$ cat src/hdl/fpu_defs.svh
// FP execution slot sizing
// Sizes shared by the ROB types and the FP datapath

`ifndef FPU_DEFS_SVH
`define FPU_DEFS_SVH

// ==============================
// ROB
// ==============================

// Entries in the reorder buffer, one stomp bit per entry
`define FPU_ROB_ENTRIES 16

// ==============================
// Datapath
// ==============================

// One register word holds a double or two packed singles
`define FPU_WORD_W 64
`define FPU_WORD_BYTES 8
// Architectural destination register number
`define FPU_AREG_W 6

`endif

$ cat src/hdl/rob_pkg.sv
// ROB bookkeeping types
// Index and stomp mask used to squash in-flight operations

`include "fpu_defs.svh"

package rob_pkg;

	// Entry number inside the reorder buffer
	typedef logic [$clog2(`FPU_ROB_ENTRIES)-1:0] rob_idx_t;

	// One bit per ROB entry
	// A set bit squashes every operation that carries that index
	typedef logic [`FPU_ROB_ENTRIES-1:0] rob_mask_t;

endpackage

$ cat src/hdl/fpu_pkg.sv
// FP operation types
// Opcodes, formats, cause codes and the two views of an FP register word

package fpu_pkg;

	// ==============================
	// Operation encoding
	// ==============================

	// Sign manipulation, min/max and compares
	typedef enum logic [2:0] {
		OP_NOP  = 3'd0,
		OP_NEG  = 3'd1,
		OP_ABS  = 3'd2,
		OP_SGNJ = 3'd3,
		OP_MIN  = 3'd4,
		OP_MAX  = 3'd5,
		OP_EQ   = 3'd6,
		OP_LT   = 3'd7
	} fp_op_t;

	// FMT_S2 keeps lane 0 in the low 32 bits
	typedef enum logic {
		FMT_D  = 1'b0,
		FMT_S2 = 1'b1
	} fp_fmt_t;

	typedef enum logic [1:0] {
		CAUSE_NONE    = 2'd0,
		CAUSE_INVALID = 2'd1
	} fp_cause_t;

	// ==============================
	// Register word views
	// ==============================

	typedef struct packed {
		logic        sign;
		logic [10:0] exp;
		logic [51:0] man;
	} fp_dbl_t;

	typedef struct packed {
		logic        sign;
		logic [7:0]  exp;
		logic [22:0] man;
	} fp_sgl_t;

	// Same 64 bits seen as one double or as two singles
	typedef union packed {
		fp_dbl_t       d;
		fp_sgl_t [1:0] s;
	} fp_word_u;

endpackage

$ cat src/hdl/fp_lane_alu.sv
// IEEE lane of configurable width
// Sign injection, min/max and compares with invalid detection

`timescale 1ns/1ps

module fp_lane_alu
	import fpu_pkg::*;
#(
	parameter int EXP_W = 11,
	parameter int MAN_W = 52
) (
	input  fp_op_t                 op_i,
	input  logic [EXP_W+MAN_W:0]   a_i,
	input  logic [EXP_W+MAN_W:0]   b_i,
	output logic [EXP_W+MAN_W:0]   res_o,
	output logic                   invalid_o
);

	localparam int W = EXP_W + MAN_W + 1;

	logic           a_sign;
	logic           b_sign;
	logic [W-2:0]   a_mag;
	logic [W-2:0]   b_mag;
	logic           a_nan;
	logic           b_nan;
	logic           a_snan;
	logic           b_snan;
	logic           any_nan;
	logic           both_zero;
	logic           a_below;
	logic [W-1:0]   qnan;

	// ==============================
	// Classification
	// ==============================

	assign a_sign = a_i[W-1];
	assign b_sign = b_i[W-1];
	assign a_mag  = a_i[W-2:0];
	assign b_mag  = b_i[W-2:0];

	// All-ones exponent with a nonzero mantissa is a NaN
	// The top mantissa bit clear marks it as signaling
	assign a_nan  = (&a_i[W-2:MAN_W]) && (|a_i[MAN_W-1:0]);
	assign b_nan  = (&b_i[W-2:MAN_W]) && (|b_i[MAN_W-1:0]);
	assign a_snan = a_nan && !a_i[MAN_W-1];
	assign b_snan = b_nan && !b_i[MAN_W-1];
	assign any_nan = a_nan || b_nan;

	// +0 and -0 compare equal for EQ and LT
	assign both_zero = (a_mag == '0) && (b_mag == '0);

	// Canonical quiet NaN, positive with only the quiet bit set
	assign qnan = {1'b0, {EXP_W{1'b1}}, 1'b1, {(MAN_W-1){1'b0}}};

	// Total order on sign and magnitude, so -0 sits below +0
	always_comb begin
		if (a_sign != b_sign)
			a_below = a_sign;
		else if (a_sign)
			a_below = a_mag > b_mag;
		else
			a_below = a_mag < b_mag;
	end

	// ==============================
	// Lane rules
	// ==============================

	always_comb begin
		res_o = a_i;
		invalid_o = 1'b0;
		case (op_i)
			OP_NEG:  res_o = {~a_sign, a_mag};
			OP_ABS:  res_o = {1'b0, a_mag};
			OP_SGNJ: res_o = {b_sign, a_mag};
			OP_MIN, OP_MAX: begin
				invalid_o = a_snan || b_snan;
				// A single NaN yields the other operand
				if (a_nan && b_nan)
					res_o = qnan;
				else if (a_nan)
					res_o = b_i;
				else if (b_nan)
					res_o = a_i;
				else if (a_below == (op_i == OP_MIN))
					res_o = a_i;
				else
					res_o = b_i;
			end
			OP_EQ: begin
				invalid_o = a_snan || b_snan;
				res_o = {{(W-1){1'b0}}, !any_nan && ((a_i == b_i) || both_zero)};
			end
			OP_LT: begin
				// Ordered compare, so a quiet NaN is invalid as well
				invalid_o = any_nan;
				res_o = {{(W-1){1'b0}}, !any_nan && !both_zero && a_below};
			end
			default: res_o = a_i;
		endcase
	end

	// Sign operations are pure bit moves and never signal
	always_comb begin
		if (op_i inside {OP_NEG, OP_ABS, OP_SGNJ})
			assert (!invalid_o) else $error("invalid raised by a sign operation");
	end

endmodule

$ cat src/hdl/meta_fpu.sv
// Meta FP unit
// Two-stage conveyor around one double lane and two single lanes, with
// sticky stomp kills, copy-target merge and write-enable generation

`timescale 1ns/1ps
`include "fpu_defs.svh"

module meta_fpu
	import rob_pkg::*;
	import fpu_pkg::*;
(
	input  logic                        clk,
	input  logic                        arst_n_i,
	input  logic                        issue_i,
	input  fp_op_t                      op_i,
	input  fp_fmt_t                     fmt_i,
	input  rob_idx_t                    rob_i,
	input  logic [`FPU_AREG_W-1:0]      rd_i,
	input  logic [`FPU_WORD_W-1:0]      a_i,
	input  logic [`FPU_WORD_W-1:0]      b_i,
	input  logic [`FPU_WORD_W-1:0]      t_i,
	input  logic [`FPU_WORD_BYTES-1:0]  cptgt_i,
	input  logic                        z_i,
	input  rob_mask_t                   stomp_i,
	input  logic                        wb_rdy_i,
	output logic                        rdy_o,
	output logic                        out_vld_o,
	output rob_idx_t                    rob_o,
	output logic [`FPU_AREG_W-1:0]      rd_o,
	output logic [`FPU_WORD_W-1:0]      data_o,
	output logic [`FPU_WORD_BYTES-1:0]  we_o,
	output fp_cause_t                   exc_o
);

	// Stage 1 holds the issued operation
	logic                        s1_vld;
	logic                        s1_kill;
	fp_op_t                      s1_op;
	fp_fmt_t                     s1_fmt;
	rob_idx_t                    s1_rob;
	logic [`FPU_AREG_W-1:0]      s1_rd;
	fp_word_u                    s1_a;
	fp_word_u                    s1_b;
	logic [`FPU_WORD_W-1:0]      s1_t;
	logic [`FPU_WORD_BYTES-1:0]  s1_cptgt;
	logic                        s1_z;
	// Stage 2 holds the merged result and the target for a late kill
	logic                        s2_vld;
	logic                        s2_kill;
	logic                        s2_dead;
	rob_idx_t                    s2_rob;
	logic [`FPU_AREG_W-1:0]      s2_rd;
	logic [`FPU_WORD_W-1:0]      s2_data;
	logic [`FPU_WORD_W-1:0]      s2_t;
	fp_cause_t                   s2_exc;
	// Lane outputs and selection
	logic [`FPU_WORD_W-1:0]      res_d;
	logic                        inv_d;
	logic [1:0][31:0]            res_s;
	logic [1:0]                  inv_s;
	logic [`FPU_WORD_W-1:0]      lane_res;
	fp_cause_t                   lane_exc;
	logic [`FPU_WORD_W-1:0]      merged;
	logic                        s2_free;
	logic                        s1_adv;

	// ==============================
	// Precision lanes
	// ==============================

	fp_lane_alu #(.EXP_W(11), .MAN_W(52)) lane_d_i (
		.op_i      (s1_op),
		.a_i       (s1_a.d),
		.b_i       (s1_b.d),
		.res_o     (res_d),
		.invalid_o (inv_d)
	);

	for (genvar g = 0; g < 2; g++) begin : g_single
		fp_lane_alu #(.EXP_W(8), .MAN_W(23)) lane_s_i (
			.op_i      (s1_op),
			.a_i       (s1_a.s[g]),
			.b_i       (s1_b.s[g]),
			.res_o     (res_s[g]),
			.invalid_o (inv_s[g])
		);
	end

	// NOP passes the old target through, otherwise the format picks the lanes
	always_comb begin
		if (s1_op == OP_NOP) begin
			lane_res = s1_t;
			lane_exc = CAUSE_NONE;
		end else if (s1_fmt == FMT_D) begin
			lane_res = res_d;
			lane_exc = inv_d ? CAUSE_INVALID : CAUSE_NONE;
		end else begin
			lane_res = res_s;
			lane_exc = (|inv_s) ? CAUSE_INVALID : CAUSE_NONE;
		end
		// Masked bytes keep the target or are zeroed
		for (int m = 0; m < `FPU_WORD_BYTES; m++) begin
			if (s1_cptgt[m])
				merged[m*8 +: 8] = s1_z ? 8'h00 : s1_t[m*8 +: 8];
			else
				merged[m*8 +: 8] = lane_res[m*8 +: 8];
		end
	end

	// ==============================
	// Conveyor
	// ==============================

	// Stage 2 drains into the writeback port, stage 1 moves when it can
	assign s2_free = !s2_vld || wb_rdy_i;
	assign s1_adv  = s1_vld && s2_free;
	assign rdy_o   = !s1_vld || s2_free;

	always_ff @(posedge clk or negedge arst_n_i) begin
		if (!arst_n_i) begin
			s1_vld  <= 1'b0;
			s1_kill <= 1'b0;
			s2_vld  <= 1'b0;
			s2_kill <= 1'b0;
		end else begin
			// A zero destination register makes the operation a no-write
			if (issue_i) begin
				s1_vld  <= 1'b1;
				s1_kill <= stomp_i[rob_i] || (rd_i == '0);
			end else if (s1_adv) begin
				s1_vld  <= 1'b0;
				s1_kill <= 1'b0;
			end else begin
				s1_kill <= s1_kill || (s1_vld && stomp_i[s1_rob]);
			end
			// Kill bits stay sticky while a stage waits
			if (s1_adv) begin
				s2_vld  <= 1'b1;
				s2_kill <= s1_kill || stomp_i[s1_rob];
			end else if (s2_vld && wb_rdy_i) begin
				s2_vld  <= 1'b0;
				s2_kill <= 1'b0;
			end else begin
				s2_kill <= s2_kill || (s2_vld && stomp_i[s2_rob]);
			end
		end
	end

	always_ff @(posedge clk) begin
		if (issue_i) begin
			s1_op    <= op_i;
			s1_fmt   <= fmt_i;
			s1_rob   <= rob_i;
			s1_rd    <= rd_i;
			s1_a     <= a_i;
			s1_b     <= b_i;
			s1_t     <= t_i;
			s1_cptgt <= cptgt_i;
			s1_z     <= z_i;
		end
		if (s1_adv) begin
			s2_rob  <= s1_rob;
			s2_rd   <= s1_rd;
			s2_data <= merged;
			s2_t    <= s1_t;
			s2_exc  <= lane_exc;
		end
	end

	// A stomp in the cycle that stage 2 drains still reaches the result
	assign s2_dead = s2_kill || stomp_i[s2_rob];

	// A killed operation returns its target with no byte enables
	assign out_vld_o = s2_vld;
	assign rob_o     = s2_rob;
	assign rd_o      = s2_rd;
	assign data_o    = s2_dead ? s2_t : s2_data;
	assign we_o      = s2_dead ? '0 : '1;
	assign exc_o     = s2_dead ? CAUSE_NONE : s2_exc;

	// The issue port only fires after it has seen this unit ready
	assert property (@(posedge clk) disable iff (!arst_n_i) issue_i |-> rdy_o)
		else $error("issue while meta_fpu not ready");

endmodule

$ cat src/hdl/fpu_issue_port.sv
// Issue port
// Four-phase req/ack receiver that turns an accepted request into one issue cycle

`timescale 1ns/1ps
`include "fpu_defs.svh"

module fpu_issue_port
	import rob_pkg::*;
	import fpu_pkg::*;
(
	input  logic                        clk,
	input  logic                        arst_n_i,
	input  logic                        req_i,
	input  logic                        rdy_i,
	input  fp_op_t                      op_i,
	input  fp_fmt_t                     fmt_i,
	input  rob_idx_t                    rob_i,
	input  logic [`FPU_AREG_W-1:0]      rd_i,
	input  logic [`FPU_WORD_W-1:0]      a_i,
	input  logic [`FPU_WORD_W-1:0]      b_i,
	input  logic [`FPU_WORD_W-1:0]      t_i,
	input  logic [`FPU_WORD_BYTES-1:0]  cptgt_i,
	input  logic                        z_i,
	output logic                        ack_o,
	output logic                        issue_o,
	output fp_op_t                      op_o,
	output fp_fmt_t                     fmt_o,
	output rob_idx_t                    rob_o,
	output logic [`FPU_AREG_W-1:0]      rd_o,
	output logic [`FPU_WORD_W-1:0]      a_o,
	output logic [`FPU_WORD_W-1:0]      b_o,
	output logic [`FPU_WORD_W-1:0]      t_o,
	output logic [`FPU_WORD_BYTES-1:0]  cptgt_o,
	output logic                        z_o
);

	// ACKED is the single issue cycle, WAIT_LO keeps ack up until req falls
	typedef enum logic [1:0] {ST_IDLE, ST_ACKED, ST_WAIT_LO} state_t;

	state_t state;
	logic   accept;

	assign accept = (state == ST_IDLE) && req_i && rdy_i;

	always_ff @(posedge clk or negedge arst_n_i) begin
		if (!arst_n_i)
			state <= ST_IDLE;
		else begin
			case (state)
				ST_IDLE:    if (accept) state <= ST_ACKED;
				ST_ACKED:   state <= ST_WAIT_LO;
				ST_WAIT_LO: if (!req_i) state <= ST_IDLE;
				default:    state <= ST_IDLE;
			endcase
		end
	end

	// Fields are stable while req is up, so take them on acceptance
	always_ff @(posedge clk) begin
		if (accept) begin
			op_o    <= op_i;
			fmt_o   <= fmt_i;
			rob_o   <= rob_i;
			rd_o    <= rd_i;
			a_o     <= a_i;
			b_o     <= b_i;
			t_o     <= t_i;
			cptgt_o <= cptgt_i;
			z_o     <= z_i;
		end
	end

	assign ack_o   = (state != ST_IDLE);
	assign issue_o = (state == ST_ACKED);

	// Ack may only answer a request that is still being held
	assert property (@(posedge clk) disable iff (!arst_n_i) $rose(ack_o) |-> req_i)
		else $error("ack rose without a request");

endmodule

$ cat src/hdl/fpu_wb_port.sv
// Writeback port
// Four-phase sender that holds one result until the receiver acknowledges it

`timescale 1ns/1ps
`include "fpu_defs.svh"

module fpu_wb_port
	import rob_pkg::*;
	import fpu_pkg::*;
(
	input  logic                        clk,
	input  logic                        arst_n_i,
	input  logic                        vld_i,
	input  rob_idx_t                    rob_i,
	input  logic [`FPU_AREG_W-1:0]      rd_i,
	input  logic [`FPU_WORD_W-1:0]      data_i,
	input  logic [`FPU_WORD_BYTES-1:0]  we_i,
	input  fp_cause_t                   exc_i,
	input  logic                        wb_ack_i,
	output logic                        rdy_o,
	output logic                        wb_req_o,
	output rob_idx_t                    wb_rob_o,
	output logic [`FPU_AREG_W-1:0]      wb_rd_o,
	output logic [`FPU_WORD_W-1:0]      wb_data_o,
	output logic [`FPU_WORD_BYTES-1:0]  wb_we_o,
	output fp_cause_t                   wb_exc_o
);

	typedef enum logic [1:0] {ST_EMPTY, ST_REQ, ST_WAIT_LO} state_t;

	state_t state;
	logic   load;

	// Only an empty port takes a new result
	assign rdy_o = (state == ST_EMPTY);
	assign load  = rdy_o && vld_i;

	always_ff @(posedge clk or negedge arst_n_i) begin
		if (!arst_n_i)
			state <= ST_EMPTY;
		else begin
			case (state)
				ST_EMPTY:   if (load) state <= ST_REQ;
				ST_REQ:     if (wb_ack_i) state <= ST_WAIT_LO;
				ST_WAIT_LO: if (!wb_ack_i) state <= ST_EMPTY;
				default:    state <= ST_EMPTY;
			endcase
		end
	end

	always_ff @(posedge clk) begin
		if (load) begin
			wb_rob_o  <= rob_i;
			wb_rd_o   <= rd_i;
			wb_data_o <= data_i;
			wb_we_o   <= we_i;
			wb_exc_o  <= exc_i;
		end
	end

	assign wb_req_o = (state == ST_REQ);

	// The request is never withdrawn before the receiver answers
	assert property (@(posedge clk) disable iff (!arst_n_i)
		wb_req_o && !wb_ack_i |=> wb_req_o)
		else $error("wb_req_o dropped without ack");

endmodule

$ cat src/hdl/fp_exec_top.sv
// FP execution slot
// Issue port, meta FP unit and writeback port in a chain

`timescale 1ns/1ps
`include "fpu_defs.svh"

module fp_exec_top
	import rob_pkg::*;
	import fpu_pkg::*;
(
	input  logic                        clk,
	input  logic                        arst_n_i,
	input  logic                        req_i,
	output logic                        ack_o,
	input  fp_op_t                      op_i,
	input  fp_fmt_t                     fmt_i,
	input  rob_idx_t                    rob_i,
	input  logic [`FPU_AREG_W-1:0]      rd_i,
	input  logic [`FPU_WORD_W-1:0]      a_i,
	input  logic [`FPU_WORD_W-1:0]      b_i,
	input  logic [`FPU_WORD_W-1:0]      t_i,
	input  logic [`FPU_WORD_BYTES-1:0]  cptgt_i,
	input  logic                        z_i,
	input  rob_mask_t                   stomp_i,
	output logic                        wb_req_o,
	input  logic                        wb_ack_i,
	output rob_idx_t                    wb_rob_o,
	output logic [`FPU_AREG_W-1:0]      wb_rd_o,
	output logic [`FPU_WORD_W-1:0]      wb_data_o,
	output logic [`FPU_WORD_BYTES-1:0]  wb_we_o,
	output fp_cause_t                   wb_exc_o
);

	// Issue port to meta unit
	logic                        issue;
	logic                        meta_rdy;
	fp_op_t                      iss_op;
	fp_fmt_t                     iss_fmt;
	rob_idx_t                    iss_rob;
	logic [`FPU_AREG_W-1:0]      iss_rd;
	logic [`FPU_WORD_W-1:0]      iss_a;
	logic [`FPU_WORD_W-1:0]      iss_b;
	logic [`FPU_WORD_W-1:0]      iss_t;
	logic [`FPU_WORD_BYTES-1:0]  iss_cptgt;
	logic                        iss_z;
	// Meta unit to writeback port
	logic                        res_vld;
	logic                        wb_rdy;
	rob_idx_t                    res_rob;
	logic [`FPU_AREG_W-1:0]      res_rd;
	logic [`FPU_WORD_W-1:0]      res_data;
	logic [`FPU_WORD_BYTES-1:0]  res_we;
	fp_cause_t                   res_exc;

	fpu_issue_port issue_port_i (
		.clk      (clk),
		.arst_n_i (arst_n_i),
		.req_i    (req_i),
		.rdy_i    (meta_rdy),
		.op_i     (op_i),
		.fmt_i    (fmt_i),
		.rob_i    (rob_i),
		.rd_i     (rd_i),
		.a_i      (a_i),
		.b_i      (b_i),
		.t_i      (t_i),
		.cptgt_i  (cptgt_i),
		.z_i      (z_i),
		.ack_o    (ack_o),
		.issue_o  (issue),
		.op_o     (iss_op),
		.fmt_o    (iss_fmt),
		.rob_o    (iss_rob),
		.rd_o     (iss_rd),
		.a_o      (iss_a),
		.b_o      (iss_b),
		.t_o      (iss_t),
		.cptgt_o  (iss_cptgt),
		.z_o      (iss_z)
	);

	// Stomps reach only the operations still inside the meta unit
	meta_fpu meta_fpu_i (
		.clk       (clk),
		.arst_n_i  (arst_n_i),
		.issue_i   (issue),
		.op_i      (iss_op),
		.fmt_i     (iss_fmt),
		.rob_i     (iss_rob),
		.rd_i      (iss_rd),
		.a_i       (iss_a),
		.b_i       (iss_b),
		.t_i       (iss_t),
		.cptgt_i   (iss_cptgt),
		.z_i       (iss_z),
		.stomp_i   (stomp_i),
		.wb_rdy_i  (wb_rdy),
		.rdy_o     (meta_rdy),
		.out_vld_o (res_vld),
		.rob_o     (res_rob),
		.rd_o      (res_rd),
		.data_o    (res_data),
		.we_o      (res_we),
		.exc_o     (res_exc)
	);

	fpu_wb_port wb_port_i (
		.clk       (clk),
		.arst_n_i  (arst_n_i),
		.vld_i     (res_vld),
		.rob_i     (res_rob),
		.rd_i      (res_rd),
		.data_i    (res_data),
		.we_i      (res_we),
		.exc_i     (res_exc),
		.wb_ack_i  (wb_ack_i),
		.rdy_o     (wb_rdy),
		.wb_req_o  (wb_req_o),
		.wb_rob_o  (wb_rob_o),
		.wb_rd_o   (wb_rd_o),
		.wb_data_o (wb_data_o),
		.wb_we_o   (wb_we_o),
		.wb_exc_o  (wb_exc_o)
	);

endmodule

$ cat config.mk
export PLATFORM = sky130hd
export DESIGN_NAME = fp_exec_top
export DESIGN_NICKNAME = d
export VERILOG_FILES = /design/src/hdl/rob_pkg.sv /design/src/hdl/fpu_pkg.sv /design/src/hdl/fp_lane_alu.sv /design/src/hdl/meta_fpu.sv /design/src/hdl/fpu_issue_port.sv /design/src/hdl/fpu_wb_port.sv /design/src/hdl/fp_exec_top.sv
export VERILOG_INCLUDE_DIRS = /design/src /design/src/hdl
export SDC_FILE = /design/constraint.sdc
export NUM_CORES = 1
export LEC_CHECK = 0
export BUFFER_PORTS_ARGS = -buffer_cell sky130_fd_sc_hd__buf_2
export CORE_UTILIZATION = 55
export CTS_BUF_LIST = sky130_fd_sc_hd__clkbuf_2
export CTS_CLUSTER_SIZE = 24
export DETAILED_ROUTE_END_ITERATION = 16
export GPL_TIMING_DRIVEN = 1
export PLACE_DENSITY = 0.87
export SYNTH_ARGS = -nofsm -noshare
export SYNTH_HDL_FRONTEND = slang
export SYNTH_HIERARCHICAL = 1
export SYNTH_SLANG_ARGS = --single-unit
$ cat constraint.sdc
create_clock -name clk -period 29.5 [get_ports clk]
set_input_delay 1.475 -clock clk [delete_from_list [all_inputs] [get_ports clk]]
set_output_delay 1.475 -clock clk [all_outputs]
set_load 0.005 [all_outputs]
# Word level (Yosys, flattened, before mapping)
# Index checks and enable logic that the tools add are counted.
# totals
reg_bits	662
in_bits	235
# op_classes
n_mux	68
n_eq_ne	24
n_lt_le_gt_ge	9
bitwise_logic	2
n_reduce_logical	93
# ops
cell	count
$mux 64	7
$pmux 32 s6	2
$pmux 64 s6	1
$mux 32	8
$mux 8	17
$logic_not 63->1	2
$logic_not 31->1	4
$reduce_or 52->1	2
$reduce_or 23->1	4
$eq 32x32->1	2
$eq 64x64->1	1
$gt 63x63->1	1
$lt 63x63->1	1
$gt 31x31->1	2
$lt 31x31->1	2
$logic_and 1x1->1	33
$reduce_and 8->1	4
$reduce_and 11->1	2
$mux 1	19
$logic_or 1x1->1	16
$lt 4x5->1 const B	3
$logic_not 1->1	14
$bmux 1 s4	3
$eq 3x3->1 const B	4
20 further kinds	42

# Logic depth before layout (Yosys ltp)
# depth
depth_word	12
mapped_depth	15
depth_no_buf	13

# Cells and area by module
# The synthesis kept the hierarchy.
# by_module_without_submodules
module	seq_area_each_um2	area_each_um2	instances	cells_each
meta_fpu	10730.3	13619.3	1	716
fpu_issue_port	6506.2	6541.3	1	224
fp_lane_alu at meta_fpu_i.g_single[0].lane_s_i ...	0.0	1604.0	2	225
fp_lane_alu at meta_fpu_i.lane_d_i	0.0	3141.8	1	432
fpu_wb_port	2572.5	2615.0	1	93

# Least setup slack after synthesis
# Ideal clock, no wire load.
# synth_path
path_type	register -> register
from	register issue_port_i.state[1]
to	register meta_fpu_i.s1_kill
path_stages_with_launch	4
t_arrival_ps	11562
path_buffers	0
required_time_ps	29342
setup_time_ps	158
setup_slack_ps	17779
path_cell_list	dfrtp_1 nor2b_1 o311ai_0 o21ai_0
# synth_between
elab_chain_cells	2
# synth_rtl
item	line	rtl
start, declared	fpu_issue_port.sv:40	state_t state;
start signal, assigned	fpu_issue_port.sv:47	state <= ST_IDLE;
start signal, assigned	fpu_issue_port.sv:50	ST_IDLE: if (accept) state <= ST_ACKED;
start signal, assigned	fpu_issue_port.sv:51	ST_ACKED: state <= ST_WAIT_LO;
$eq 2x1->1	fpu_issue_port.sv:74	assign issue_o = (state == ST_ACKED);
net issue	fp_exec_top.sv:35	logic issue;
$mux 1	meta_fpu.sv:127	if (issue_i) begin
end signal, assigned	meta_fpu.sv:129	s1_kill <= stomp_i[rob_i] || (rd_i == '0);
end signal, assigned	meta_fpu.sv:134	s1_kill <= s1_kill || (s1_vld && stomp_i[s1_rob]);
end, declared	meta_fpu.sv:37	logic s1_kill;
# The timed path passes the listed nets, and every way through them passes these cells.
# A chain may end at the register's enable or synchronous reset.

# Final worst setup path
# layout_path
from	register meta_fpu_i/s1_a[58] (netlist name)
to	register meta_fpu_i.s2_data[47], data pin
# layout_between
elab_chain_cells	12
word_cells_on_any_way	29
cone_classes	order compare: 4; eq/ne: 2; mux: 17; reduce/logical: 6
# layout_rtl
item	line	rtl
start, declared	meta_fpu.sv:42	fp_word_u s1_a;
start signal, assigned	meta_fpu.sv:155	s1_a <= a_i;
$lt 63x63->1 / $gt 63x63->1 (equally long branches)	fp_lane_alu.sv:64, fp_lane_alu.sv:62	
$mux 1	fp_lane_alu.sv:61	else if (a_sign)
$mux 1	fp_lane_alu.sv:59	if (a_sign != b_sign)
$eq 1x1->1	fp_lane_alu.sv:87	else if (a_below == (op_i == OP_MIN))
$mux 64	fp_lane_alu.sv:87	
$mux 64	fp_lane_alu.sv:85	else if (b_nan)
$mux 64	fp_lane_alu.sv:83	else if (a_nan)
$mux 64 (*)	fp_lane_alu.sv:81	if (a_nan && b_nan)
$pmux 64 s6 (*)	fp_lane_alu.sv:74	case (op_i)
net meta_fpu_i.res_d[47]	meta_fpu.sv:57	logic [`FPU_WORD_W-1:0] res_d;
$mux 64 (*)	meta_fpu.sv:94	end else if (s1_fmt == FMT_D) begin
$mux 64 (*)	meta_fpu.sv:91	if (s1_op == OP_NOP) begin
$mux 8 (*)	meta_fpu.sv:103	if (s1_cptgt[m])
net meta_fpu_i.merged[47]	meta_fpu.sv:63	logic [`FPU_WORD_W-1:0] merged;
end signal, assigned	meta_fpu.sv:164	s2_data <= merged;
end, declared	meta_fpu.sv:53	logic [`FPU_WORD_W-1:0] s2_data;
# Mark *: on every way through the listed nets, which the timed path passes. The rest lies on a longest branch.

==> run_results.csv <==
group,metric,value,unit
clock_tree,clock-root-buffer,"clkbuf_2",
worst_setup_path,worstPathCellList,"ha_1 -> nand4_1 -> nor2_1 -> a221oi_1 -> nand3_1 -> o41ai_4 -> a31oi_1 -> nor3_4 -> buf_4 -> a22o_1 -> mux2i_1 -> o21ai_0",
worst_setup_path,cp_max_fo,42,
yosys,ys_seq_area_share,68.0,%
clock_tree,cts_tree,"done",
sta,finalWorstSetupSlack,24790,ps
worst_setup_path,r2r_start,"meta_fpu_i/s1_a[58]",
routing,vias_per_cell,6.03,
clock_tree,htree_levels,4,
sta,fin_tns_setup,0,ps
cells_and_area,layout_common_cells,"edfxtp_1, buf_2, clkbuf_2, inv_1, nand2_1",
floorplanning,die_area,0.0539,mm2
yosys,synth_ff_type,"edfxtp_1",
floorplanning,core-area,0.0518,mm2
status,outcome,"complete, no violations",
routing,drtPass1Iterations,7,
clock_tree,cts_buffers,158,
clock_tree,cts_sinks,661,
min_path,hold_class,"primary input to flip-flop",
worst_setup_path,worstPathArrival,5860,ps
cells_and_area,fin_nets,2710,
worst_setup_path,crit_slowest_cell,"nor3_4",
worst_setup_path,cp_num_cells,12,
clock_tree,cts_resized,0,
routing,remaining_drc_errors,0,
clock_tree,post-cts-setup-buffer-count,0,
pwr,power_density,94.4,mW/mm2
worst_setup_path,worstSetupEndpoint,"meta_fpu_i/s2_data[47]",
run,max_cap_violations,0,
sta,finClkSkew,131,ps
place,post-place-ws,24860,ps
sta,maxSlewHeadroom,9.50,%
yosys,synth.avg_cell_area,15.2,um2
worst_setup_path,startpoint_type,"flip-flop",
sta,worst_pin_slew,1360,ps
worst_setup_path,crit_path_end_kind,"flip-flop",
sta,period_share,16.0,%
sta,fin_crit,4710,ps
yosys,synth_seq_cells,661,
worst_setup_path,worstRegToRegCells,12,
place,placedCellCount,2869,
clock_tree,clockBufferDepth,3,
yosys,synth_edf_count,653,
worst_setup_path,worst-setup-path-type,"flip-flop to flip-flop",
floorplanning,ios,321,
sta,hold_viol,0,
floorplanning,die_h,232,um
worst_setup_path,slowest_delay,780,ps
worst_setup_path,startpoint,"meta_fpu_i/s1_a[58]",
sta,fmax,212,MHz
routing,via_count,19000,
sta,slew_violations,0,
clock_tree,path_clk_slew,120,ps
routing,drt-initial-drc-count,1984,
global_route,grt_max_degree,85,
yosys,syn_nets,2275,
pwr,ir_drop,0.0759,mV
routing,routedWlPerCell,23.6,um
place,dp_hpwl,53100,um
worst_setup_path,crit_required,30650,ps
global_route,grt_usage,27.7,%
worst_setup_path,critPathTopFamily,"compound AO/OA/AOI/OAI gates",
cells_and_area,stdcell_count,3153,
cells_and_area,final_common_cell,"edfxtp_1",
cells_and_area,area.growth.synth_to_final,12.9,%
place,io_buffers,320,
worst_setup_path,r2r-end,"meta_fpu_i/s2_data[47]",
global_route,grt.overflow.total,0,
floorplanning,die_w,232,um
yosys,synthArstFlopShare,1.21,%
worst_setup_path,rrSetupSlack,24790,ps
floorplanning,start_util,56.2,%
clock_tree,clkLatencyLatePin,1360,ps
yosys,yosys_warnings,6,
worst_setup_path,path_buf_inv,1,
routing,routed_wl,74300,um
place,gp_congestion,1.03,
cells_and_area,postLayoutCoreUtil,63.4,%
pwr,leakage,12.9,nW
cells_and_area,drive_above_1_share,28.0,%
floorplanning,fp-row-count,83,
global_route,antenna_found_initial,3,
routing,ant_nets,0,
yosys,syn_inst,1915,
yosys,synth.distinct_cells,84,
sta,holdWs,296,ps
cells_and_area,fillers,3677,
sta,setup_viol,0,
sta,rsz0062_at_grt,"false",
global_route,grt_pass1_vias,18600,
global_route,grt_pass1_wl,110000,um
yosys,synth_area,0.0291,mm2
-- flip-flops by register name (all words and copies together) (netlist names), 3 cells and up --
signal / cells
issue_port_i/a_o: 64
issue_port_i/b_o: 64
issue_port_i/cptgt_o: 8
issue_port_i/op_o: 3
issue_port_i/rd_o: 6
issue_port_i/rob_o: 4
issue_port_i/t_o: 64
meta_fpu_i/rd_o: 6
meta_fpu_i/rob_o: 4
meta_fpu_i/s1_a: 64
meta_fpu_i/s1_b: 64
meta_fpu_i/s1_cptgt: 8
meta_fpu_i/s1_op: 3
meta_fpu_i/s1_rd: 6
meta_fpu_i/s1_rob: 4
meta_fpu_i/s1_t: 64
meta_fpu_i/s2_data: 64
meta_fpu_i/s2_t: 64
wb_port_i/wb_data_o: 64
wb_port_i/wb_rd_o: 6
wb_port_i/wb_rob_o: 4
wb_port_i/wb_we_o: 8
-- cell type report --
class	count	area, um2	share of cell area [%]
sequential	661	19800	60.2
multi-input combinational	1051	8480	25.8
timing repair buffer	337	1730	5.27
clock buffer	221	1110	3.36
tap	680	851	2.59
inverter	141	529	1.61
clock inverter	59	362	1.10
antenna	3	7.51	0.0228
-- logic make-up (layout without fill, tap and decap cells) --
logic type	count (synthesis)	after routing	share of synthesized area, %
DFF	661	661	68.0
and+or+nand+nor	404	404	7.71
AOI/OAI and AO/OA	356	356	9.05
buffers and inverters	203	758	3.02
muxes	157	157	6.58
adders and majority gates	125	125	5.37
xor gates and xnor gates	8	8	0.241
other	1	4	0.0129
-- Yosys cell counts (27+ instances only) --
cell	number	area, um2
edfxtp_1	653	19600
inv_1	141	529
nand2_1	128	480
ha_1	125	1560
a22o_1	106	928
o21ai_0	92	460
mux2i_1	80	801
nor4_1	64	400
a21oi_1	62	310
nand4_1	47	294
mux2_4	38	571
nor2_1	34	128
mux2_2	28	315
clkbuf_1	27	101
nand3_1	27	135
-- timing repair --
action | in CTS | in global routing
endpoints found under the hold margin | 8 | 0
hold buffers | 1 | 0
endpoints found under the setup margin | 0 | 0
-- layer usage --
layer	wire length [um]	GRT usage, %	vias up
li1	-	-	8504
met1	29600	37.9	9185
met2	34300	42.2	1142
met3	8180	7.49	182
met4	2160	11.2	0
met5	0	0.0919	-
-- metrics by stage --
step	instance area, um2	power (mW)
after global placement	31400	2.47
after CTS	32900	3.11
after global routing	32900	3.26
after detailed placement	31400	2.51
after floorplan	29100	2.24
final	32900	3.10
-- how the worst min path moves through the flow --
| stage | startpoint | end | slack [ps] | cells past startpoint |
|---|---|---|---|---|
| global route | cptgt_i[2] | issue_port_i/cptgt_o[2] | 180 | 1 |
| global placement | meta_fpu_i/s1_rd[1] | meta_fpu_i/rd_o[1] | 400 | 0 |
| detailed placement | issue_port_i/a_o[17] | meta_fpu_i/s1_a[17] | 400 | 0 |
| floorplan | meta_fpu_i/s1_rd[0] | meta_fpu_i/rd_o[0] | 400 | 0 |
| CTS | a_i[0] | issue_port_i/a_o[0] | 130 | 1 |
| finish | t_i[22] | issue_port_i/t_o[22] | 300 | 1 |
-- worst reg2reg max path, cell delays in order, from the launching register on --
cell and delay (ps):
edfxtp_1 540, ha_1 390, nand4_1 210, nor2_1 70
a221oi_1 350, nand3_1 270, o41ai_4 600, a31oi_1 210
nor3_4 780, buf_4 590, a22o_1 260, mux2i_1 80
o21ai_0 210
-- power by group --
group / switching [mW] / leakage, nW / internal, mW
clock network: 0.353 / 1.08 / 0.240
registers: 0.212 / 6.20 / 1.42
logic: 0.522 / 5.58 / 0.355
total: 1.09 / 12.9 / 2.02
Power figures use the tool's default switching activity.
